==> config.mk <==
export PLATFORM = sky130hd
export DESIGN_NAME = zero_padding
export DESIGN_NICKNAME = d
export VERILOG_FILES = /design/src/cnn_data_pkg.sv /design/src/zero_padding.sv
export SDC_FILE = /design/constraint.sdc
export NUM_CORES = 1
export LEC_CHECK = 0
export BUFFER_PORTS_ARGS = -buffer_cell sky130_fd_sc_hd__buf_2
export CORE_AREA = 2 2 132 134
export CTS_CLUSTER_SIZE = 10
export DETAILED_ROUTE_END_ITERATION = 7
export DIE_AREA = 0 0 134 136
export MAX_ROUTING_LAYER = met4
export PLACE_DENSITY = 0.64
export SLEW_MARGIN = 20
export SYNTH_ARGS = -nofsm -noshare
export SYNTH_HDL_FRONTEND = slang
export SYNTH_SLANG_ARGS = --single-unit
==> constraint.sdc <==
create_clock -name clk -period 0.9 [get_ports clk]
set_input_delay 0.27 -clock clk [delete_from_list [all_inputs] [get_ports clk]]
set_output_delay 0.27 -clock clk [all_outputs]
set_load 0.02 [all_outputs]
==> src/cnn_data_pkg.sv <==
package cnn_data_pkg;

  typedef logic signed [7:0]  pixel_t;
  typedef logic signed [19:0] acc_t;

  localparam int KSIZE      = 3;
  localparam int TAPS       = KSIZE * KSIZE;
  localparam int NUM_FILT   = 2;
  localparam int NUM_LAYERS = 2;
  localparam int ADDR_W     = 16;

  typedef logic [ADDR_W-1:0] addr_t;

  // tap 0 is the top-left of the window, row-major
  typedef pixel_t [TAPS-1:0] patch_t;

  typedef struct packed {
    logic   we;
    addr_t  addr;
    patch_t patch;
  } ram_wr_t;

  // indexed [layer][filter][tap]
  localparam pixel_t WEIGHTS [NUM_LAYERS][NUM_FILT][TAPS] = '{
    '{'{  1,  2,  1,  0,  0,  0, -1, -2, -1 },
      '{ -1,  0,  1, -2,  0,  2, -1,  0,  1 }},
    '{'{  0, -1,  0, -1,  4, -1,  0, -1,  0 },
      '{ 127, -128, 3, 17, -64, 90, -5, 41, -128 }}
  };

  localparam acc_t BIASES [NUM_LAYERS][NUM_FILT] = '{'{ 5, -3 }, '{ 100, -250 }};

endpackage

==> src/zero_padding.sv <==
`timescale 1ns/1ns

module zero_padding #(
  parameter int IMG_H = 3,
  parameter int IMG_W = 4
) (
  input  logic                                          clk,
  input  logic                                          rst_n,
  input  logic                                          load,
  input  cnn_data_pkg::pixel_t [IMG_H*IMG_W-1:0]         img,
  output cnn_data_pkg::pixel_t [(IMG_H+2)*(IMG_W+2)-1:0] frame
);

  localparam int FW = IMG_W + 2;

  always_ff @(posedge clk or negedge rst_n) begin
    if (!rst_n) begin
      frame <= '0;
    end else if (load) begin
      // border stays zero, image lands one pixel in
      frame <= '0;
      for (int r = 0; r < IMG_H; r++) begin
        for (int c = 0; c < IMG_W; c++) begin
          frame[(r + 1) * FW + c + 1] <= img[r * IMG_W + c];
        end
      end
    end
  end

endmodule

==> summary.txt <==
Status
  – Outcome: finished, violations left
  – Failing checks: negative setup slack

Drt
  – # DRC: 0
  – Final ANT Viol Nets: 0
  – DRT iter0 DRCs: 54
  – Drt via density: ~3.7
  – Via count: 2996
  – WL/cell: 12.60 um
  – Initial DRT Pass Iterations: 4
  – Wirelength, routed: 10330 um

GRT
  – GRT Total Usage: 0.1126
  – Initial antenna violation count: 0
  – Pin count of the biggest net entering global routing: 62
  – Vias in the first global route: just over 3000
  – First-pass GRT wire length: between 15000 and 20000 um
  – Global route total overflow: 0

Worst setup path
  – Worst path bufs/invs: 1
  – Crit. End Element: output port
  – Kind of critical path: reg2out
  – R2R Setup Slk: -90 ps
  – Crit path largest cell delay: 420 ps
  – WP data required: about 630 ps
  – Crit path max-delay family: flip-flops
  – Crit Path Max Fanout: 2
  – CP arrival: just over 900 ps
  – CP startpoint kind: register
  – Crit path cell chain: buf_6
  – Slowest CP cell: dfrtp_1

Place
  – Port bufs: between 150 and 200
  – Final GP Congestion: roughly 0.7
  – DP Wirelength: 6996 um
  – Placed Area: approximately 0.0057 sq mm
  – Setup WS pre-CTS: -285.9 ps

Hold path
  – HP Class: in2reg

Clock network
  – Clock Path Buffers: 2
  – Latest clock arrival within the worst-skew pair: roughly 340 ps
  – Root Driver: clkbuf_16
  – H-tree depth: 3
  – CTS buffer count: 9
  – Num Clock Sinks: 96
  – CTS tree: yes
  – Clock-pin slew on the worst setup and hold paths: roughly 70 ps

Floorplanning
  – Die height: ~140 um
  – Core area: approximately 0.017 sq mm
  – Row cnt: 48
  – Die Area: between 0.015 and 0.02 sq mm
  – Die width: between 100 and 150 um
  – Starting Density: 0.2874
  – I/O Pins: 339

Finish
  – Final instance area: ~0.0069 sq mm
  – Biggest register: frame
  – Final net count: 690
  – Max reg flops: 96
  – Share of cells above drive strength 1: 0.5950
  – Finished Core Util: 0.4059
  – Ant diodes: 0
  – Top flop regs: frame x96
  – Area delta synth->final: 41.25%
  – Commonest non-fill, non-tap cell in the layout: conb_1
  – Most frequent cells in the layout: 144 x conb_1, 111 x buf_6, 96 x dfrtp_1, 96 x buf_2, 55 x mux2_2

Logic synthesis
  – Top cells by area, synth: dfrtp_1 50%, buf_4 22%, mux2_2 13%
  – Seq cells post-synth: 96
  – Syn Inst Count: around 350
  – Post-synthesis sequential area ratio: 0.4954
  – Syn. warnings: 0
  – Top cell type's share of synthesized area: 0.4954
  – Cell Area, Synth: ~0.0048 sq mm
  – Post-synth cell types: 9
  – Largest area contributor in the netlist: dfrtp_1
  – Avg Cell Area, Syn: ~14 sq um

Timing
  – Unrepaired setup endpoints after global routing: yes
  – Crit share post-route: 1.318
  – Endpoints failing hold: 0
  – Max Fclk: approximately 840 MHz
  – Final Critical Period: 1186 ps
  – Worst setup margin: -286.3 ps
  – Fin Clk Skew: 0 ps
  – Count of final setup violators: 108
  – Fin. max-slew vios: 0

Power
  – Tot Pwr: about 12 mW
  – PD cells: ~1800 mW/mm^2
  – Static Leak: roughly 3.5 nW
  – Worst vdd ir: around 0.89 mV

Run
  – Max_cap viols: 0
[cells in the mapped netlist]
cell type,instances
buf_12,4
buf_2,5
buf_4,144
buf_6,1
conb_1,1
mux2_2,56
buf_8,1
dfrtp_1,96
mux2_4,40
[path summary, 6_finish.rpt]
| check | startpoint | end | cells after the start |
|---|---|---|---|
| setup reg to reg | frame[115]$_DFFE_PN0P_ | frame[115]$_DFFE_PN0P_ | 3 |
| hold reg to reg | frame[132]$_DFFE_PN0P_ | frame[132]$_DFFE_PN0P_ | 1 |
| setup / recovery | frame[69]$_DFFE_PN0P_ | frame[69] | 1 |
| hold / removal | img[32] | frame[104]$_DFFE_PN0P_ | 2 |
| min in group asynchronous | rst_n | frame[166]$_DFFE_PN0P_ | 3 |
| max in group asynchronous | rst_n | frame[80]$_DFFE_PN0P_ | 3 |
[logic make-up after synthesis]
| group | count (synthesis) | share of synthesized area |
|---|---|---|
| buffers and inverters | 155 | 0.2500 |
| DFF | 96 | 0.4954 |
| muxes | 96 | 0.2539 |
| other | 1 | 0.0007733 |
[per-layer routing]
metal | wire [um] | global-route usage
met3 | 974 | 0.02983
met2 | 5473 | 0.1897
met4 | 214 | 0.05319
met5 | 0 | -
met1 | 3669 | 0.1248
[layout make-up]
class	instances	area (sq um)
clock buffer	9	225.2
sequential	96	2402
fill	1579	10030
timing repair buffer	244	2098
tap	225	281.5
clock inverter	6	67.56
multi-input combinational	240	1775
[power by group]
part | total, mW | switching [mW] | internal (mW)
logic | 3.43 | 1.71 | 1.73
registers | 5.10 | 0.352 | 4.75
clock network | 3.84 | 1.69 | 2.15
[stage by stage]
stage / hold WS [ps] / instances / setup TNS, ps
6_report: 152.9 / 820 / -23690
5_1_grt: 135.8 / 820 / -27780
2_1_floorplan: -25.59 / 491 / -12520
3_3_place_gp: 257.1 / 774 / -22860
4_1_cts: 129.4 / 807 / -25630
3_5_place_dp: 255.7 / 774 / -23230
[timing repair]
item,CTS,global route
setup buffers,17,18
gates resized for setup,192,16
hold buffers,1,0
endpoints found under the setup margin,96,113
endpoints found under the hold margin,96,0
Note: power is estimated with default switching activity, not from simulation.
