## config.mk

```make
export PLATFORM = sky130hd
export DESIGN_NAME = patch_ram
export DESIGN_NICKNAME = d
export VERILOG_FILES = /design/src/cnn_data_pkg.sv /design/src/patch_ram.sv
export SDC_FILE = /design/constraint.sdc
export NUM_CORES = 1
export LEC_CHECK = 0
export ABC_AREA = 0
export BUFFER_PORTS_ARGS = -buffer_cell sky130_fd_sc_hd__buf_2
export CORE_MARGIN = 2
export CORE_UTILIZATION = 35
export DETAILED_ROUTE_END_ITERATION = 10
export GPL_ROUTABILITY_DRIVEN = 1
export PLACE_DENSITY_LB_ADDON = 0.05
export SYNTH_ARGS = -nofsm -noshare
export SYNTH_HDL_FRONTEND = slang
export SYNTH_SLANG_ARGS = --single-unit
```

## constraint.sdc

```tcl
create_clock -name clk -period 6.9 [get_ports clk]
set_input_delay 0.69 -clock clk [delete_from_list [all_inputs] [get_ports clk]]
set_output_delay 0.69 -clock clk [all_outputs]
set_load 0.02 [all_outputs]
```

## src/cnn_data_pkg.sv

```systemverilog
package cnn_data_pkg;

  typedef logic signed [7:0]  pixel_t;
  typedef logic signed [19:0] acc_t;

  localparam int KSIZE      = 3;
  localparam int TAPS       = KSIZE * KSIZE;
  localparam int NUM_FILT   = 2;
  localparam int NUM_LAYERS = 2;
  localparam int ADDR_W     = 16;

  typedef logic [ADDR_W-1:0] addr_t;

  // tap 0 is the top-left of the window, row-major
  typedef pixel_t [TAPS-1:0] patch_t;

  typedef struct packed {
    logic   we;
    addr_t  addr;
    patch_t patch;
  } ram_wr_t;

  // indexed [layer][filter][tap]
  localparam pixel_t WEIGHTS [NUM_LAYERS][NUM_FILT][TAPS] = '{
    '{'{  1,  2,  1,  0,  0,  0, -1, -2, -1 },
      '{ -1,  0,  1, -2,  0,  2, -1,  0,  1 }},
    '{'{  0, -1,  0, -1,  4, -1,  0, -1,  0 },
      '{ 127, -128, 3, 17, -64, 90, -5, 41, -128 }}
  };

  localparam acc_t BIASES [NUM_LAYERS][NUM_FILT] = '{'{ 5, -3 }, '{ 100, -250 }};

endpackage

```

## src/patch_ram.sv

```systemverilog
`timescale 1ns/1ns

module patch_ram #(
  parameter int IMG_H = 3,
  parameter int IMG_W = 4
) (
  input  logic                  clk,
  input  cnn_data_pkg::ram_wr_t wr,
  input  cnn_data_pkg::addr_t   rd_addr,
  output cnn_data_pkg::patch_t  rd_patch
);
  import cnn_data_pkg::*;

  localparam int NPOS = IMG_H * IMG_W;
  localparam int AW   = (NPOS > 1) ? $clog2(NPOS) : 1;

  patch_t mem [NPOS];

  // read data valid one cycle after the address
  always_ff @(posedge clk) begin
    if (wr.we) begin
      mem[wr.addr[AW-1:0]] <= wr.patch;
    end
    rd_patch <= mem[rd_addr[AW-1:0]];
  end

endmodule

```

==> results.md <==
- DR vias: 15585
- Post-cts resize count: 0
- CTS tree: done
- Final GP Congestion: 0.6592
- Mapped Area: 34900 um2
- Flop and latch count out of synthesis: 936
- Detailed Routing Iterations Pass 1: 4
- First-pass GRT wire length: 117.9 mm
- Average cell area after synthesis: 23.77 um2
- Dominant cell type by area after synthesis: edfxtp_1
- Drt wl/cell: 26.53 um
- RR Endpoint: rd_patch[53]
- Clk_skew: 0.02022 ns
- Dpl ws: 3.492 ns
- Number of port buffers: 153
- Clock Tree Root: clkbuf_16
- Startpoint types: input port
- CTS clk-pin slew, worst paths: 0.06 ns
- Hold path depth: 1
- Seq/Total Area, Yosys: 0.7847
- Tightest Pin Transition: 1.054 ns
- WHS Endpoint: mem[9][43]
- Final setup fails: 0
- Worst IR Drop VDD: 0.0001673 V
- Status: finished clean
- Vias in the first global route: 16851
- Required @ worst endpoint: 7.18 ns
- Final period util: 0.3869
- Hold Crit Class: in2reg
- Pin count of the biggest net entering global routing: 85
- Setup Fix Bufs, Post-CTS: 0
- Final hold violations: 0
- Synth top area cells: edfxtp_1 74%, mux4_2 5.2%, mux4_1 4.7%
- R2r setup slk: 5.45 ns
- Area share of the largest cell type after synthesis: 0.7434
- Worst-path fanout max: 38
- Pleak: 13.34 nW
- Register area: 27390 um2
- Post-route ant nets: 0
- Die width: 319.8 um
- Worst reg2reg path depth: 3
- CTS max path bufs: 3
- Final nets: 1789
- IO Pins: 178
- Worst-skew pair later-pin latency: 0.66 ns
- Max-cap violations: 0
- Initial antenna violation count: 13
- Drc violations: 0
- Final slew viol count: 0
- Post-Syn Instances: 1468
- Relative slew slack: 0.2975
- Drt initial violations: 1074
- Setup TNS: 0 ns
- Synthesis Warnings: 0
- Min-delay src: wr[43]
- Max Fclk: 374.6 MHz
- Post-layout util: 0.4123
- Clock sinks: 936
- Share of cells above drive strength 1: 0.3269
- Post-Route WL: 81.16 mm
- Grt total ovfl: 0
- Multi-input gate area: 7102 um2
- Post-synthesis cell type count: 23
- # rows: 115
- CP Capture Type: register
- H-tree depth: 3
- Tmin final: 2.670 ns
- CP arrival: 2.95 ns
- DIE HEIGHT: 319.8 um
- Filler cells: 8602
- Power per Cell Area: 308.6 nW/um2
- Reg-to-Reg Start: mem[3][53]
- RSZ-0062 raised after global routing: false
- Syn nets: 1574
- GRT Total Usage: 0.1595
- WS Path Type: in2reg
- Num CTS Buffers: 103
- Starting Density: 0.3541
- Detail Placement HPWL: 39.01 mm
- Core area: 98560 um2
- Post-route setup slack: 4.230 ns
- Via/cell ratio: 5.095
- Die Area: 102300 um2
- Syn-to-layout area delta: 16.43%
- Hold Buf Count CTS: 0
## synthesized netlist by cell type
library cell and number:
buf_1 2, buf_12 8, o221ai_1 2, nor3_1 3, o221ai_2 70, nor2_1 10
a22oi_1 2, edfxtp_1 864, a22oi_2 70, dfxtp_1 72, mux4_2 81, mux2i_1 144
mux4_1 63, buf_6 1, nand2_1 2, nor2b_1 1, nand3b_1 2, nand2b_1 3
buf_4 13, or3b_2 1, buf_2 29, clkbuf_1 24, clkbuf_8 1
## per-layer routing
metal	share of wire	global-route usage
met5	0.0012	0
met4	0.017	0.04036
met3	0.040	0.03166
met2	0.50	0.2714
met1	0.44	0.2094
## state kept, by name, indices dropped and copies added, names as in the netlist
register / count
mem: 864
rd_patch: 72
## report_power, final
| part | internal [mW] | switching, mW | leakage [nW] |
|---|---|---|---|
| clock network | 3.32 | 2.18 | 1.68 |
| logic | 0.241 | 0.410 | 3.25 |
| registers | 6.35 | 0.0430 | 8.41 |
| total | 9.91 | 2.63 | 13.3 |
## worst max-delay path, stage by stage
cell	delay (ns)
buf_2	0.11
or3b_2	0.59
nor3_2	0.14
buf_4	0.59
buf_4	0.75
## cell type report
cell class,instances,area share
antenna,1,0.00006158
clock buffer,150,0.07332
clock inverter,43,0.01099
multi-input combinational,454,0.1748
sequential,936,0.6740
tap,1287,0.03963
timing repair buffer,188,0.02725
## worst max path at each step
stage                from           end  slack (ns)  cells past startpoint
2_1_floorplan      wr[75]     mem[0][0]        0.22                      2
3_3_place_gp   rd_addr[0]  rd_patch[52]        3.50                      5
4_1_cts            wr[75]    mem[0][52]        4.22                      5
3_5_place_dp   rd_addr[0]  rd_patch[53]        3.49                      5
5_1_grt            wr[75]     mem[0][2]        4.11                      5
6_report           wr[75]    mem[0][54]        4.23                      5
## layout by cell type, fill, tap and decap left out, types with 17 or more instances in the layout
| cell | count |
|---|---|
| edfxtp_1 | 864 |
| mux4_1 | 63 |
| clkinv_2 | 17 |
| a22oi_2 | 70 |
| clkbuf_16 | 107 |
| dfxtp_1 | 72 |
| o221ai_2 | 70 |
| mux2i_1 | 144 |
| buf_4 | 30 |
| clkbuf_1 | 29 |
| buf_2 | 151 |
| mux4_2 | 81 |
## kinds of logic after synthesis
logic type,synth area share
flops,0.7847
mux,0.1410
compound gates,0.05614
buf+inv,0.01506
simple gates,0.003119
## stage by stage
stage                     total power [mW]  cell area (um2)  instances  hold WS (ns)
after floorplan                      6.917            34900       1468        0.5265
after global placement               7.173            37210       2865        0.5434
after detailed placement             7.185            37210       2865        0.5483
after CTS                            12.74            40630       3058        0.2952
after global routing                 13.00            40630       3058        0.3343
final                                12.54            40630       3059        0.3562
(Power assumes the default switching activity.)
