### src/cnn_data_pkg.sv
package cnn_data_pkg;

  typedef logic signed [7:0]  pixel_t;
  typedef logic signed [19:0] acc_t;

  localparam int KSIZE      = 3;
  localparam int TAPS       = KSIZE * KSIZE;
  localparam int NUM_FILT   = 2;
  localparam int NUM_LAYERS = 2;
  localparam int ADDR_W     = 16;

  typedef logic [ADDR_W-1:0] addr_t;

  // tap 0 is the top-left of the window, row-major
  typedef pixel_t [TAPS-1:0] patch_t;

  typedef struct packed {
    logic   we;
    addr_t  addr;
    patch_t patch;
  } ram_wr_t;

  // indexed [layer][filter][tap]
  localparam pixel_t WEIGHTS [NUM_LAYERS][NUM_FILT][TAPS] = '{
    '{'{  1,  2,  1,  0,  0,  0, -1, -2, -1 },
      '{ -1,  0,  1, -2,  0,  2, -1,  0,  1 }},
    '{'{  0, -1,  0, -1,  4, -1,  0, -1,  0 },
      '{ 127, -128, 3, 17, -64, 90, -5, 41, -128 }}
  };

  localparam acc_t BIASES [NUM_LAYERS][NUM_FILT] = '{'{ 5, -3 }, '{ 100, -250 }};

endpackage

### src/im2col.sv
`timescale 1ns/1ns

module im2col #(
  parameter int IMG_H = 3,
  parameter int IMG_W = 4
) (
  input  logic                                          clk,
  input  logic                                          rst_n,
  input  logic                                          start,
  input  cnn_data_pkg::pixel_t [(IMG_H+2)*(IMG_W+2)-1:0] frame,
  output cnn_data_pkg::ram_wr_t                         wr,
  output logic                                          done
);
  import cnn_data_pkg::*;

  localparam int FW = IMG_W + 2;
  localparam int RW = (IMG_H > 1) ? $clog2(IMG_H) : 1;
  localparam int CW = (IMG_W > 1) ? $clog2(IMG_W) : 1;

  logic          busy;
  logic          active;
  logic          last;
  logic [RW-1:0] row;
  logic [CW-1:0] col;
  patch_t        patch;

  // first write goes out in the start cycle
  assign active = start || busy;
  assign last   = (row == RW'(IMG_H - 1)) && (col == CW'(IMG_W - 1));

  always_comb begin
    for (int kr = 0; kr < KSIZE; kr++) begin
      for (int kc = 0; kc < KSIZE; kc++) begin
        patch[kr * KSIZE + kc] = frame[(row + kr) * FW + col + kc];
      end
    end
  end

  always_ff @(posedge clk or negedge rst_n) begin
    if (!rst_n) begin
      busy <= 1'b0;
      row  <= '0;
      col  <= '0;
    end else if (active) begin
      if (last) begin
        busy <= 1'b0;
        row  <= '0;
        col  <= '0;
      end else begin
        busy <= 1'b1;
        if (col == CW'(IMG_W - 1)) begin
          col <= '0;
          row <= row + 1'b1;
        end else begin
          col <= col + 1'b1;
        end
      end
    end
  end

  assign wr   = '{we: active, addr: addr_t'(row * IMG_W + col), patch: patch};
  assign done = active && last;

endmodule

### config.mk
export PLATFORM = sky130hd
export DESIGN_NAME = im2col
export DESIGN_NICKNAME = d
export VERILOG_FILES = /design/src/cnn_data_pkg.sv /design/src/im2col.sv
export SDC_FILE = /design/constraint.sdc
export NUM_CORES = 1
export LEC_CHECK = 0
export BUFFER_PORTS_ARGS = -buffer_cell sky130_fd_sc_hd__buf_2
export CAP_MARGIN = 25
export CORE_UTILIZATION = 50
export CTS_CLUSTER_SIZE = 16
export DETAILED_ROUTE_END_ITERATION = 8
export PLACE_DENSITY = 0.79
export RECOVER_POWER = 50
export SLEW_MARGIN = 40
export SYNTH_ARGS = -nofsm -noshare
export SYNTH_HDL_FRONTEND = slang
export SYNTH_SLANG_ARGS = --single-unit
### constraint.sdc
create_clock -name clk -period 6.3 [get_ports clk]
set_input_delay 0.315 -clock clk [delete_from_list [all_inputs] [get_ports clk]]
set_output_delay 0.315 -clock clk [all_outputs]
set_load 0.01 [all_outputs]
==> results.md <==
- Run status: finished, violations left
- Failing checks: max-capacitance violations, max-slew violations
- Sequential cell area: 125 µm²
- Critical path peak fanout: 67
- Initial antenna violation count: 4
- Layout Utilization: between 60 and 70%
- Setup Skew: roughly 0.00033 ns
- Fill count: approximately 1800
- Crit-path cells: clkbuf_2 > mux4_2 > mux4_2 > mux2_1 > buf_2
- Yosys reg bits: 5
- Post-Synthesis Cells: between 700 and 800
- Largest cells by area after synthesis: mux4_2, mux2_2, mux2i_1
- Core box area: between 20000 and 25000 µm²
- Drt via density: between 8 and 9
- DP HPWL: 34800 µm
- Post-synth EDFFs: 0
- Post-route ant nets: 0
- DRT Pass-1 Iters: 6
- CTS H-tree lvls: 1
- Synth Area in Simple Gates: 2.96%
- Mapped cell area: about 12000 µm²
- Worst Tran Pin Value: around 2 ns
- Post-synth top area share: 70.9%
- CP Capture Type: primary output
- I/O Buffers: 320
- GRT Residual Overflow: 0
- Register area share after synthesis: around 1.1%
- Unrepaired setup endpoints after global routing: false
- Most frequent cell after synthesis: mux4_2
- Minimum clock period: ~4.9 ns
- Syn_area_per_cell: roughly 15 µm²
- Clk slew on worst S/H paths: around 0.030 ns
- Largest net degree at the start of global routing: ~120
- Top FF cell, synth: dfrtp_1
- Worst endpoint required time: roughly 6.0 ns
- First-pass GRT wire length: between 60000 and 70000 µm
- Share of cells above drive strength 1: between 70% and 80%
- CTS Buf Count: 3
- GRT Total Usage: 37.6%
- Synth cell count leaders: mux4_2, mux2i_1, mux2_2, buf_2, nor2_1
- Post-synth ARST share: 100%
- Routability congestion estimate: between 1 and 1.5
- Clock tree buffer depth: 2
- Worst Reg-to-Reg Cells: 4
- Cell mode on critical path: mux4_2
- Synth warnings: 0
- Post-Route WL: ~45000 µm
- TNS Setup: 0 ns
- Crit path launch type: flip-flop
- Drt initial violations: approximately 1800
- Critical Path AT: 4.63 ns
- Area of the multi-input gates: about 11000 µm²
- # rows: 55
- TritonCTS clock tree: built
- Adder-cell share of the synthesized area: under 10%
- Avg WL per Cell: 32.7 µm
- Starting Density: 51.3%
- Compound-gate portion of the synthesized area: under 10%
- Final setup viols: 0
- Slew Viols, Final: 68
- Vias: 11200
- Die Y: roughly 150 µm
- CP max stage cell: clkbuf_2
- Clk root buf: clkbuf_16
- I/O pin total: about 330
- Vias in the first global route: 11000
- Post-synthesis mux area share: 83.1%
- CTS resizes: 0
- Clock Latency Late Sink: 0.23 ns
- Worst hold path depth: 3
- Nets@finish: 1321
- Worst hold path type: input port to flip-flop
- Cell taking the most area after synthesis: mux4_2
- Die area: around 24000 µm²
- Critical path type: flip-flop to primary output
- Maximum capacitance violations: 1
- Synth unique cells: 48
- Final Hold Fails: 0
- Tcrit/Tclk final: around four fifths
- Slew headroom: -32.7%
- Area Growth Syn to Fin: 17.7%
- Width of the die: around 150 µm
- Clock Sinks: 5
- # DRC: 0
- Max Clk Rate: a little over 0.2 GHz
- Max incr delay on CP: about 1.6 ns
- Main combinational cell family by area after synthesis: multiplexers
- Xor/xnor cell area share of the yosys netlist: between 2 and 2.5%
routing by layer:
layer | share of wire, % | GRT usage, %
met1 | 33 | 51.7
met2 | 44 | 53.4
met3 | 17 | 13.6
met4 | 5.8 | 17.6
met5 | 0 | 0
critical path, delay by kind of cell, from the launching register on:
family / cells / cell delay [ns]
buffers and inverters: 2 / 1.72
muxes: 3 / 1.62
DFF: 1 / 1.00
cells by family (layout without fill, tap and decap cells):
kind of cell,Yosys count,after routing
AO/OA/AOI/OAI,52,52
XOR/XNOR,22,22
adder cells (fa/ha/maj),18,18
buffers and inverters,117,368
flip-flops,5,5
multiplexers,503,503
other,1,16
AND/OR/NAND/NOR,79,79
sequential cells by signal, summed over array words and instances (netlist names):
register  flops
busy          1
row           2
col           2
repair_timing:
action                                 4_1_cts  5_1_grt
endpoints found under the hold margin        5        0
setup buffers                                0        0
setup endpoints to repair                    0        0
hold buffers                                 1        0
stage by stage:
stage	worst slack [ns]	cell area (µm²)	hold slack (ns)	cells
final	1.35	13800	0.400	1376
after global routing	1.05	13800	0.432	1376
after CTS	1.36	13700	0.408	1371
after detailed placement	1.63	13600	0.140	1366
after global placement	1.69	13600	0.135	1364
after floorplan	1.77	11700	0.0194	808
path summary, 6_finish.rpt:
check,startpoint,end,slack (ns)
min,start,busy,0.40
max in group asynchronous,rst_n,row[1],5.60
min in group asynchronous,rst_n,col[1],0.48
min reg2reg,busy,busy,0.56
max,col[0],wr[6],1.35
max reg2reg,col[0],row[0],4.53
cells in the final DEF (no fill, tap or decap), types with 11 or more instances in the layout:
cell      count
nand2_1      25
buf_2       301
mux4_2      368
buf_4        25
conb_1       12
ha_1         14
nor2_1       33
mux2_1       11
mux2_2       53
clkbuf_1     20
mux2i_1      71
layout make-up:
cell class	instances	share of cell area (%)
antenna	4	0.0727
clock buffer	4	0.573
inverter	8	0.218
multi-input combinational	686	81.3
sequential	5	0.909
tap	313	2.84
timing repair buffer	356	14.1
Power is left out: the tool's default activity adds up to more than one toggle a clock period on the data nets, which glitch-free logic cannot reach.
