`config.mk`:
```
export PLATFORM = sky130hd
export DESIGN_NAME = calc_sequencer
export DESIGN_NICKNAME = d
export VERILOG_FILES = /design/src/cnn_ctrl_pkg.sv /design/src/calc_sequencer.sv
export SDC_FILE = /design/constraint.sdc
export NUM_CORES = 1
export LEC_CHECK = 0
export BUFFER_PORTS_ARGS = -buffer_cell sky130_fd_sc_hd__buf_2
export CAP_MARGIN = 20
export CORE_MARGIN = 5
export CORE_UTILIZATION = 25
export CTS_CLUSTER_SIZE = 24
export DETAILED_ROUTE_END_ITERATION = 8
export PLACE_DENSITY = 0.46
export SYNTH_ARGS = -nofsm -noshare
export SYNTH_HDL_FRONTEND = slang
export SYNTH_SLANG_ARGS = --single-unit
```
`constraint.sdc`:
```
create_clock -name clk -period 1.85 [get_ports clk]
set_input_delay 0.0925 -clock clk [delete_from_list [all_inputs] [get_ports clk]]
set_output_delay 0.0925 -clock clk [all_outputs]
set_load 0.05 [all_outputs]
```
`src/cnn_ctrl_pkg.sv`:
```
package cnn_ctrl_pkg;

  // phases of one layer run
  typedef enum logic [2:0] {
    IDLE,
    ZPAD,
    IM2C,
    DOTP,
    BIAS,
    DONE
  } calc_state_t;

  // selects a row of the weight and bias tables
  typedef logic [0:0] layer_t;

endpackage

```
`src/calc_sequencer.sv`:
```
`timescale 1ns/1ns

module calc_sequencer (
  input  logic                clk,
  input  logic                rst_n,
  input  logic                req,
  input  cnn_ctrl_pkg::layer_t layer_sel,
  input  logic                im2c_done,
  input  logic                dot_done,
  output logic                zpad_start,
  output logic                im2c_start,
  output logic                dot_start,
  output logic                bias_start,
  output cnn_ctrl_pkg::layer_t layer,
  output logic                ack
);
  import cnn_ctrl_pkg::*;

  calc_state_t state;

  always_ff @(posedge clk or negedge rst_n) begin
    if (!rst_n) begin
      state      <= IDLE;
      zpad_start <= 1'b0;
      im2c_start <= 1'b0;
      dot_start  <= 1'b0;
      bias_start <= 1'b0;
      layer      <= '0;
      ack        <= 1'b0;
    end else begin
      zpad_start <= 1'b0;
      im2c_start <= 1'b0;
      dot_start  <= 1'b0;
      bias_start <= 1'b0;
      // ack drops on the edge that sees req low
      ack        <= (state == DONE) && req;
      case (state)
        IDLE: if (req) begin
          state      <= ZPAD;
          zpad_start <= 1'b1;
          layer      <= layer_sel;
        end
        ZPAD: begin
          state      <= IM2C;
          im2c_start <= 1'b1;
        end
        IM2C: if (im2c_done) begin
          state     <= DOTP;
          dot_start <= 1'b1;
        end
        DOTP: if (dot_done) begin
          state      <= BIAS;
          bias_start <= 1'b1;
        end
        BIAS: state <= DONE;
        DONE: if (!req) state <= IDLE;
        default: state <= IDLE;
      endcase
    end
  end

endmodule

```
==> results of run 1 <==
-- layer usage --
metal	GRT usage	wire length (µm)	vias to the layer above
met5	0	0	-
met4	0.129	40	0
met3	0.0148	66	4
met2	0.0781	270	13
met1	0.0864	297	119
li1	-	-	131
-- registers in the layout (all words and copies together), names as in the netlist --
| name | cells |
|---|---|
| state | 3 |
| ack | 1 |
| bias_start | 1 |
| dot_start | 1 |
| im2c_start | 1 |
| layer | 1 |
| zpad_start | 1 |
-- synth_stat cells --
cell type	count	area share
dfrtp_1	9	0.62
inv_1	1	0.010
nor4b_4	1	0.065
o22ai_1	2	0.034
a21oi_1	1	0.014
mux2i_1	1	0.027
nand2_1	2	0.021
nor3b_1	2	0.041
nand2b_1	2	0.034
a31oi_1	1	0.017
buf_2	1	0.014
and4b_1	1	0.027
mux2_1	1	0.031
nor2_1	1	0.010
o21bai_1	1	0.021
nor2b_1	1	0.017
-- cell type report --
class	instances	area share
repair buffers	12	0.138
flip-flops and latches	9	0.479
inverters	1	0.00798
well taps	15	0.0399
clock buffers	4	0.0559
multi-input cells	17	0.279
-- through the flow --
stage / utilization / std cells / hold WS, ns / power, W
2_1_floorplan: - / 28 / -0.203 / 0.000629
3_3_place_gp: 0.326 / 53 / -0.0470 / 0.000706
3_5_place_dp: 0.326 / 53 / -0.0498 / 0.000708
4_1_cts: 0.353 / 58 / 0.0496 / 0.000860
5_1_grt: 0.353 / 58 / 0.0486 / 0.000905
6_report: 0.353 / 58 / 0.0519 / 0.000848
-- logic make-up after synthesis --
logic type	after synthesis	synth area share
AND/OR/NAND/NOR	10	0.216
AO/OA/AOI/OAI	5	0.0856
buffers and inverters	2	0.0239
multiplexers	2	0.0582
flip-flops	9	0.616
-- final timing paths --
kind | start | slack [ns] | cells past startpoint | endpoint
setup / recovery | state[2] | 0.59 | 2 | layer
hold reg to reg | layer | 0.48 | 1 | layer
max in group asynchronous | rst_n | 1.45 | 2 | layer
hold / removal | dot_done | 0.05 | 2 | state[1]
min in group asynchronous | rst_n | 0.22 | 2 | ack
setup reg to reg | state[2] | 0.59 | 2 | layer
-- timing repair --
| action | 4_1_cts | 5_1_grt |
|---|---|---|
| gates resized for setup | 0 | 0 |
| hold buffers | 1 | 0 |
| hold endpoints to repair | 9 | 0 |
-- power groups by stage --
stage	sequential, W	combinational, W	clock, W
after floorplan	0.000475	0.000154	0
after global placement	0.000362	0.000344	0
after detailed placement	0.000363	0.000346	0
after CTS	0.000359	0.000348	0.000154
after global routing	0.000371	0.000366	0.000168
final	0.000359	0.000342	0.000147
==> flow_metrics.py, run 1 <==
metrics = {
    "layout": {
        "drive_gt1_frac": 0.349,
        "design_area_um2": 470,
        "final_common_cell": "buf_2",
        "fill_cells": 141,
        "syn2layout_area_growth_pct": 28.8,
        "num_antenna_cells": 0,
        "final_nets": 50,
        "multi_input_area_um2": 131,
        "seq_area_um2": 225,
        "final_cell_mix": "11 x buf_2, 9 x dfrtp_1, 3 x clkbuf_4",
    },
    "power": {
        "p_clk_frac": 0.174,
        "switchingPower_w": 0.000382,
        "static-leakage-power_nw": 0.237,
        "combPwrFrac": 0.403,
        "seq_power_share": 0.423,
        "worst_ir_drop_vdd_v": 0.000628,
        "swShare": 0.451,
        "power.density_nw_per_um2": 1800,
        "p_int_w": 0.000466,
    },
    "critical_path": {
        "crit_type": "reg -> reg",
        "cpPeakStageDelay_ns": 0.46,
        "worstPathMaxFanout": 7,
        "crit_slowest_cell": "dfrtp_1",
        "cp_data_required_time_ns": 1.99,
        "crit_buf_inv": 0,
        "end_kind": "register",
        "arrival_ns": 1.39,
        "crit_chain": "nor4b_4, mux2_1",
        "cp_top_family": "flip-flops",
        "startpoint_type": "register",
    },
    "timing": {
        "final.setup_skew_ns": 0.00129,
        "fmax_mhz": 796,
        "fin_crit_ns": 1.26,
        "setup_viol": 0,
        "slew_headroom": 0.772,
        "finalCritPeriodShare": 0.679,
        "finalHoldViolations": 0,
        "drv_slew": 0,
        "finalSetupTns_ns": 0,
        "tightest_slew_ns": 0.342,
        "rsz0062_at_grt": "no",
        "setup_ws_ns": 0.594,
    },
    "drt": {
        "drc": 0,
        "via_per_inst": 4.60,
        "routedWlPerCell_um": 11.6,
        "totalWireLength_um": 674,
        "first_iter_violations": 0,
        "drt_pass1_iterations": 1,
        "vias": 267,
        "drtAntennaViolNets": 0,
    },
    "cts": {
        "clk-insertion-delay-late_ns": 0.26,
        "cts_tree": "built",
        "clockBufferDepth": 2,
        "post_cts_buffers": 0,
        "cts_buffers": 3,
        "cts_sinks": 9,
        "htree_levels": 1,
        "cts-root-buf": "clkbuf_4",
        "path_clk_slew_ns": 0.06,
    },
    "yosys": {
        "syn_area_um2": 365,
        "synth-seq-area-share": 0.616,
        "yosysWarnings": 0,
        "synth.avg_cell_area_um2": 13.0,
        "synthCells": 28,
        "synth_fp_nets": 34,
        "synth_cell_type_count": 16,
        "ys_ff_latch": 9,
    },
    "placed_design": {
        "gp_congestion": 0.727,
        "io_buffers": 11,
        "dp_slack_ns": 0.589,
        "dpl_cell_area_um2": 434,
    },
    "grt": {
        "grt_pass1_wl_um": 1030,
        "track_usage": 0.0727,
        "grt_max_degree": 11,
        "grt_overflow": 0,
        "grt_pass1_vias": 255,
        "antenna_found_initial": 0,
    },
    "die": {
        "rows": 13,
        "start_util": 0.274,
        "dieHeight_um": 48.2,
        "core_area_um2": 1330,
        "die_x_um": 48.2,
        "io_pins": 12,
        "design.die.area_um2": 2330,
    },
    "status": {
        "run_status": "complete, no violations",
    },
    "job": {
        "maxCapViolCount": 0,
    },
    "min_path": {
        "hp-class": "in -> reg",
    },
}
No activity file was read; power rests on OpenSTA's default activity.
==> run 2: changes to the inputs <==
--- a/config.mk
+++ b/config.mk
@@ -11,7 +11,7 @@
 export CORE_UTILIZATION = 25
 export CTS_CLUSTER_SIZE = 24
 export DETAILED_ROUTE_END_ITERATION = 8
-export PLACE_DENSITY = 0.46
+export PLACE_DENSITY = 0.48
 export SYNTH_ARGS = -nofsm -noshare
 export SYNTH_HDL_FRONTEND = slang
 export SYNTH_SLANG_ARGS = --single-unit
==> constraint.sdc (replaced) <==
create_clock -name clk -period 1 [get_ports clk]
set_input_delay 0.05 -clock clk [delete_from_list [all_inputs] [get_ports clk]]
set_output_delay 0.05 -clock clk [all_outputs]
set_load 0.05 [all_outputs]
==> flow_metrics.py, run 2 (synthesized netlist as in run 1, its figures left out) <==
metrics = {
    "critical_path": {
        "r2r_cells": 2,
        "crit_chain": "nor4b_4, mux2_4",
        "worstPathMaxFanout": 2,
        "end_kind": "register",
        "crit_type": "reg -> reg",
        "rr_endpoint": "layer",
        "ff2ff_setup_slack_ns": -0.18,
        "arrival_ns": 1.32,
        "cp_data_required_time_ns": 1.15,
        "crit_slowest_cell": "dfrtp_1",
        "startpoint_type": "register",
        "reg2reg_from": "state[2]",
        "cpPeakStageDelay_ns": 0.41,
    },
    "layout": {
        "fill_cells": 136,
        "final_nets": 55,
        "top_register": "state",
        "final_common_cell": "buf_2",
        "design_area_um2": 551,
        "largest_reg_flops": 3,
        "final_cell_mix": "11 x buf_2, 9 x dfrtp_1, 3 x clkbuf_4, 3 x buf_4",
        "num_antenna_cells": 0,
        "drive_gt1_frac": 0.542,
        "syn2layout_area_growth_pct": 50.7,
        "fin_cells": 63,
    },
    "cts": {
        "cts_buffers": 3,
        "clk-insertion-delay-late_ns": 0.26,
        "cts_tree": "built",
        "clockBufferDepth": 2,
        "path_clk_slew_ns": 0.06,
        "htree_levels": 1,
        "cts-root-buf": "clkbuf_4",
        "cts_sinks": 9,
    },
    "timing": {
        "tightest_slew_ns": 0.250,
        "finalHoldViolations": 0,
        "drv_slew": 0,
        "slew_headroom": 0.832,
        "setup_ws_ns": -0.176,
        "rsz0062_at_grt": "yes",
        "fmax_mhz": 850,
        "setup_viol": 1,
        "finalCritPeriodShare": 1.18,
        "finalSetupTns_ns": -0.176,
        "fin_crit_ns": 1.18,
        "fin_hold_ws_ns": 0.0177,
        "final.setup_skew_ns": 0.00247,
    },
    "placed_design": {
        "dp.cells": 56,
        "io_buffers": 11,
        "dpl_cell_area_um2": 457,
        "dp_slack_ns": -0.186,
        "gp_congestion": 0.761,
    },
    "drt": {
        "drc": 0,
        "drtAntennaViolNets": 0,
        "totalWireLength_um": 854,
        "first_iter_violations": 2,
        "routedWlPerCell_um": 13.6,
        "via_per_inst": 4.62,
        "drt_pass1_iterations": 3,
        "vias": 291,
    },
    "grt": {
        "track_usage": 0.0897,
        "grt_pass1_wl_um": 1290,
        "grt_overflow": 0,
        "antenna_found_initial": 0,
        "grt_pass1_vias": 313,
        "grt_max_degree": 10,
    },
    "die": {
        "dieHeight_um": 48.2,
        "design.die.area_um2": 2330,
        "rows": 13,
        "core_area_um2": 1330,
        "io_pins": 12,
        "die_x_um": 48.2,
        "start_util": 0.274,
    },
    "min_path": {
        "min_from": "dot_done",
        "holdPathEnd": "state[1]",
        "min_path_cells": 2,
        "hp-class": "in -> reg",
    },
    "power": {
        "combPwrFrac": 0.544,
        "seq_power_share": 0.307,
        "p_int_w": 0.00108,
        "p_clk_frac": 0.149,
        "worst_ir_drop_vdd_v": 0.00123,
        "static-leakage-power_nw": 0.283,
        "switchingPower_w": 0.000827,
        "swShare": 0.434,
        "power.density_nw_per_um2": 3460,
    },
    "job": {
        "maxCapViolCount": 0,
    },
    "status": {
        "failed_checks": "setup timing",
        "run_status": "finished with violations",
    },
}
## run 2: cell types whose count changed in the layout (fill, tap and decap cells not counted), moves of 2 or more
| cell | before | now |
|---|---|---|
| buf_4 | 0 | 3 |
| buf_6 | 0 | 2 |
| nand2b_1 | 2 | 0 |
| nand2b_4 | 0 | 2 |
## run 2: power by group through the flow
stage	sequential, W	clock (W)	combinational [W]
after detailed placement	0.000586	0	0.000825
final	0.000584	0.000284	0.00104
after floorplan	0.000879	0	0.000297
after global placement	0.000581	0	0.000806
after CTS	0.000580	0.000294	0.000882
after global routing	0.000601	0.000306	0.00111
## run 2: worst max-delay path, delay by kind of cell, from the launching register on
family | cells | cell delay [ns]
and+or+nand+nor | 1 | 0.33
muxes | 1 | 0.32
DFF | 1 | 0.41
## run 2: layout make-up
class                   count  area, µm²  area share
multi-input cells          17        166       0.302
clock buffers               4       26.3      0.0477
flip-flops and latches      9        225       0.409
inverters                   1       3.75     0.00682
repair buffers             17        110       0.200
well taps                  15       18.8      0.0341
## run 2: how the worst max path moves through the flow
stage | startpoint | to | slack (ns) | cells after the start
after floorplan | state[2] | layer | -0.17 | 2
after global placement | state[2] | layer | -0.13 | 2
after detailed placement | state[2] | layer | -0.19 | 2
after CTS | state[0] | layer | -0.19 | 2
after global routing | state[2] | layer | -0.25 | 2
final | state[2] | layer | -0.18 | 2
## run 2: repair_timing
action,in CTS,in global routing
gates resized for setup,2,7
buffers inserted,0,2
hold buffers,1,0
endpoints found under the hold margin,9,0
pin swaps,1,4
setup endpoints to repair,4,5
## run 2: layer usage
metal / wire [µm] / track usage / part of all wire / up-vias
li1: - / - / - / 138
met4: 25 / 0.113 / 0.029 / 0
met3: 75 / 0.0148 / 0.088 / 2
met2: 430 / 0.138 / 0.50 / 11
met5: 0 / 0 / 0 / -
met1: 323 / 0.0919 / 0.38 / 140
## run 2: per-stage QoR
step | power, W | utilization
floorplan | 0.00118 | -
global placement | 0.00139 | 0.342
global route | 0.00201 | 0.413
detailed placement | 0.00141 | 0.342
CTS | 0.00176 | 0.379
finish | 0.00191 | 0.413
==> run 3: changes to the inputs <==
--- a/config.mk
+++ b/config.mk
@@ -5,13 +5,13 @@
 export SDC_FILE = /design/constraint.sdc
 export NUM_CORES = 1
 export LEC_CHECK = 0
-export BUFFER_PORTS_ARGS = -buffer_cell sky130_fd_sc_hd__buf_2
 export CAP_MARGIN = 20
 export CORE_MARGIN = 5
 export CORE_UTILIZATION = 25
 export CTS_CLUSTER_SIZE = 24
 export DETAILED_ROUTE_END_ITERATION = 8
-export PLACE_DENSITY = 0.48
+export DONT_BUFFER_PORTS = 1
+export PLACE_DENSITY = 0.41
 export SYNTH_ARGS = -nofsm -noshare
 export SYNTH_HDL_FRONTEND = slang
 export SYNTH_SLANG_ARGS = --single-unit
==> flow_metrics.py, run 3 (synthesized netlist as in run 1, its figures left out) <==
metrics = {
    "grt": {
        "busiest_layer": "met2",
        "met3_usage": 0.0480,
        "grt_pass1_wl_um": 1210,
        "grt_use_met2": 0.115,
        "grt_overflow": 0,
        "grt_max_degree": 10,
        "grt_pass1_vias": 274,
        "use_met1": 0.0989,
        "track_usage": 0.0807,
        "antenna_found_initial": 0,
    },
    "drt": {
        "vias": 263,
        "via_per_inst": 4.61,
        "first_iter_violations": 0,
        "drtAntennaViolNets": 0,
        "drt_pass1_iterations": 1,
        "drc": 0,
        "routedWlPerCell_um": 13.8,
        "totalWireLength_um": 787,
    },
    "layout": {
        "final_cell_mix": "9 x dfrtp_1, 5 x dlygate4sd3_1, 4 x buf_4",
        "final_common_cell": "dfrtp_1",
        "fill_cells": 143,
        "top_register": "state",
        "syn2layout_area_growth_pct": 43.5,
        "fin_cells": 57,
        "largest_reg_flops": 3,
        "drive_gt1_frac": 0.333,
        "num_antenna_cells": 0,
        "final_nets": 49,
    },
    "timing": {
        "drv_slew": 0,
        "fmax_mhz": 849,
        "finalHoldViolations": 0,
        "fin_crit_ns": 1.18,
        "setup_viol": 2,
        "slew_headroom": 0.701,
        "fin_hold_ws_ns": 0.0209,
        "final.setup_skew_ns": 0.00210,
        "setup_ws_ns": -0.178,
        "tightest_slew_ns": 0.448,
        "rsz0062_at_grt": "yes",
        "finalCritPeriodShare": 1.18,
    },
    "die": {
        "die_x_um": 48.2,
        "io_pins": 12,
        "start_util": 0.274,
        "design.die.area_um2": 2330,
        "rows": 13,
        "dieHeight_um": 48.2,
        "core_area_um2": 1330,
    },
    "power": {
        "static-leakage-power_nw": 0.243,
        "swShare": 0.435,
        "p_int_w": 0.00101,
        "power.density_nw_per_um2": 3410,
        "p_clk_frac": 0.148,
        "worst_ir_drop_vdd_v": 0.00119,
        "combPwrFrac": 0.403,
        "switchingPower_w": 0.000779,
        "seq_power_share": 0.449,
    },
    "critical_path": {
        "end_kind": "register",
        "cp_data_required_time_ns": 1.13,
        "arrival_ns": 1.31,
        "crit_type": "reg -> reg",
        "startpoint_type": "register",
        "worstPathMaxFanout": 2,
    },
    "cts": {
        "cts_tree": "built",
        "htree_levels": 1,
        "clk-insertion-delay-late_ns": 0.25,
        "path_clk_slew_ns": 0.06,
        "cts_buffers": 3,
        "cts-root-buf": "clkbuf_4",
        "cts_sinks": 9,
        "clockBufferDepth": 2,
    },
    "placed_design": {
        "dp.cells": 46,
        "io_buffers": 0,
        "gp_congestion": 0.737,
        "dp_slack_ns": -0.203,
        "hpwl_um": 512,
    },
    "status": {
        "failed_checks": "setup timing",
        "run_status": "finished with violations",
    },
    "min_path": {
        "hp-class": "in -> reg",
    },
    "job": {
        "maxCapViolCount": 0,
    },
}
[run 3: what timing repair did]
action                                  in CTS  in global routing
buffers inserted                             0                  1
hold buffers                                 5                  0
endpoints found under the setup margin       3                  5
gates cloned                                 0                  1
resized for setup                            3                  2
pin swaps                                    1                  1
hold endpoints to repair                    16                  0
[run 3: worst paths after layout]
check                               start  endpoint  slack (ns)  depth (start not counted)
worst max-delay path             state[2]     layer       -0.18                          2
max in group asynchronous           rst_n  state[2]        0.54                          1
min in group asynchronous           rst_n  state[0]        0.17                          1
worst max register to register   state[2]     layer       -0.18                          2
worst min-delay path            im2c_done  state[0]        0.02                          2
worst min register to register      layer     layer        0.54                          1
[run 3: worst max-delay path, stage by stage, from the launching register on]
cell	delay [ns]
dfrtp_1	0.40
nor4b_4	0.33
mux2_4	0.33
[run 3: layout make-up]
cell class / count / area (µm²) / area share
clock buffers: 4 / 26.3 / 0.0501
inverters: 1 / 3.75 / 0.00716
multi-input cells: 17 / 154 / 0.294
well taps: 15 / 18.8 / 0.0358
flip-flops and latches: 9 / 225 / 0.430
repair buffers: 11 / 96.3 / 0.184
[run 3: per-layer routing]
layer	up-vias	share of wire
met4	0	0
met5	-	0
met1	127	0.42
met2	8	0.49
met3	0	0.094
li1	128	-
[run 3: stage by stage]
step                      TNS (ns)  utilization  power (W)  instance area, µm²
final                       -0.179        0.393    0.00179                 524
after global routing        -0.338        0.393    0.00192                 524
after CTS                   -0.186        0.376    0.00173                 502
after detailed placement    -0.250        0.307    0.00135                 409
after global placement      -0.178        0.307    0.00134                 409
after floorplan             -0.174            -    0.00118                 368
[run 3: power by group through the flow]
stage | clock network [W] | registers, W | logic (W)
3_3_place_gp | 0 | 0.000800 | 0.000538
3_5_place_dp | 0 | 0.000807 | 0.000543
4_1_cts | 0.000282 | 0.000803 | 0.000645
6_report | 0.000265 | 0.000804 | 0.000720
5_1_grt | 0.000307 | 0.000824 | 0.000791
2_1_floorplan | 0 | 0.000879 | 0.000297
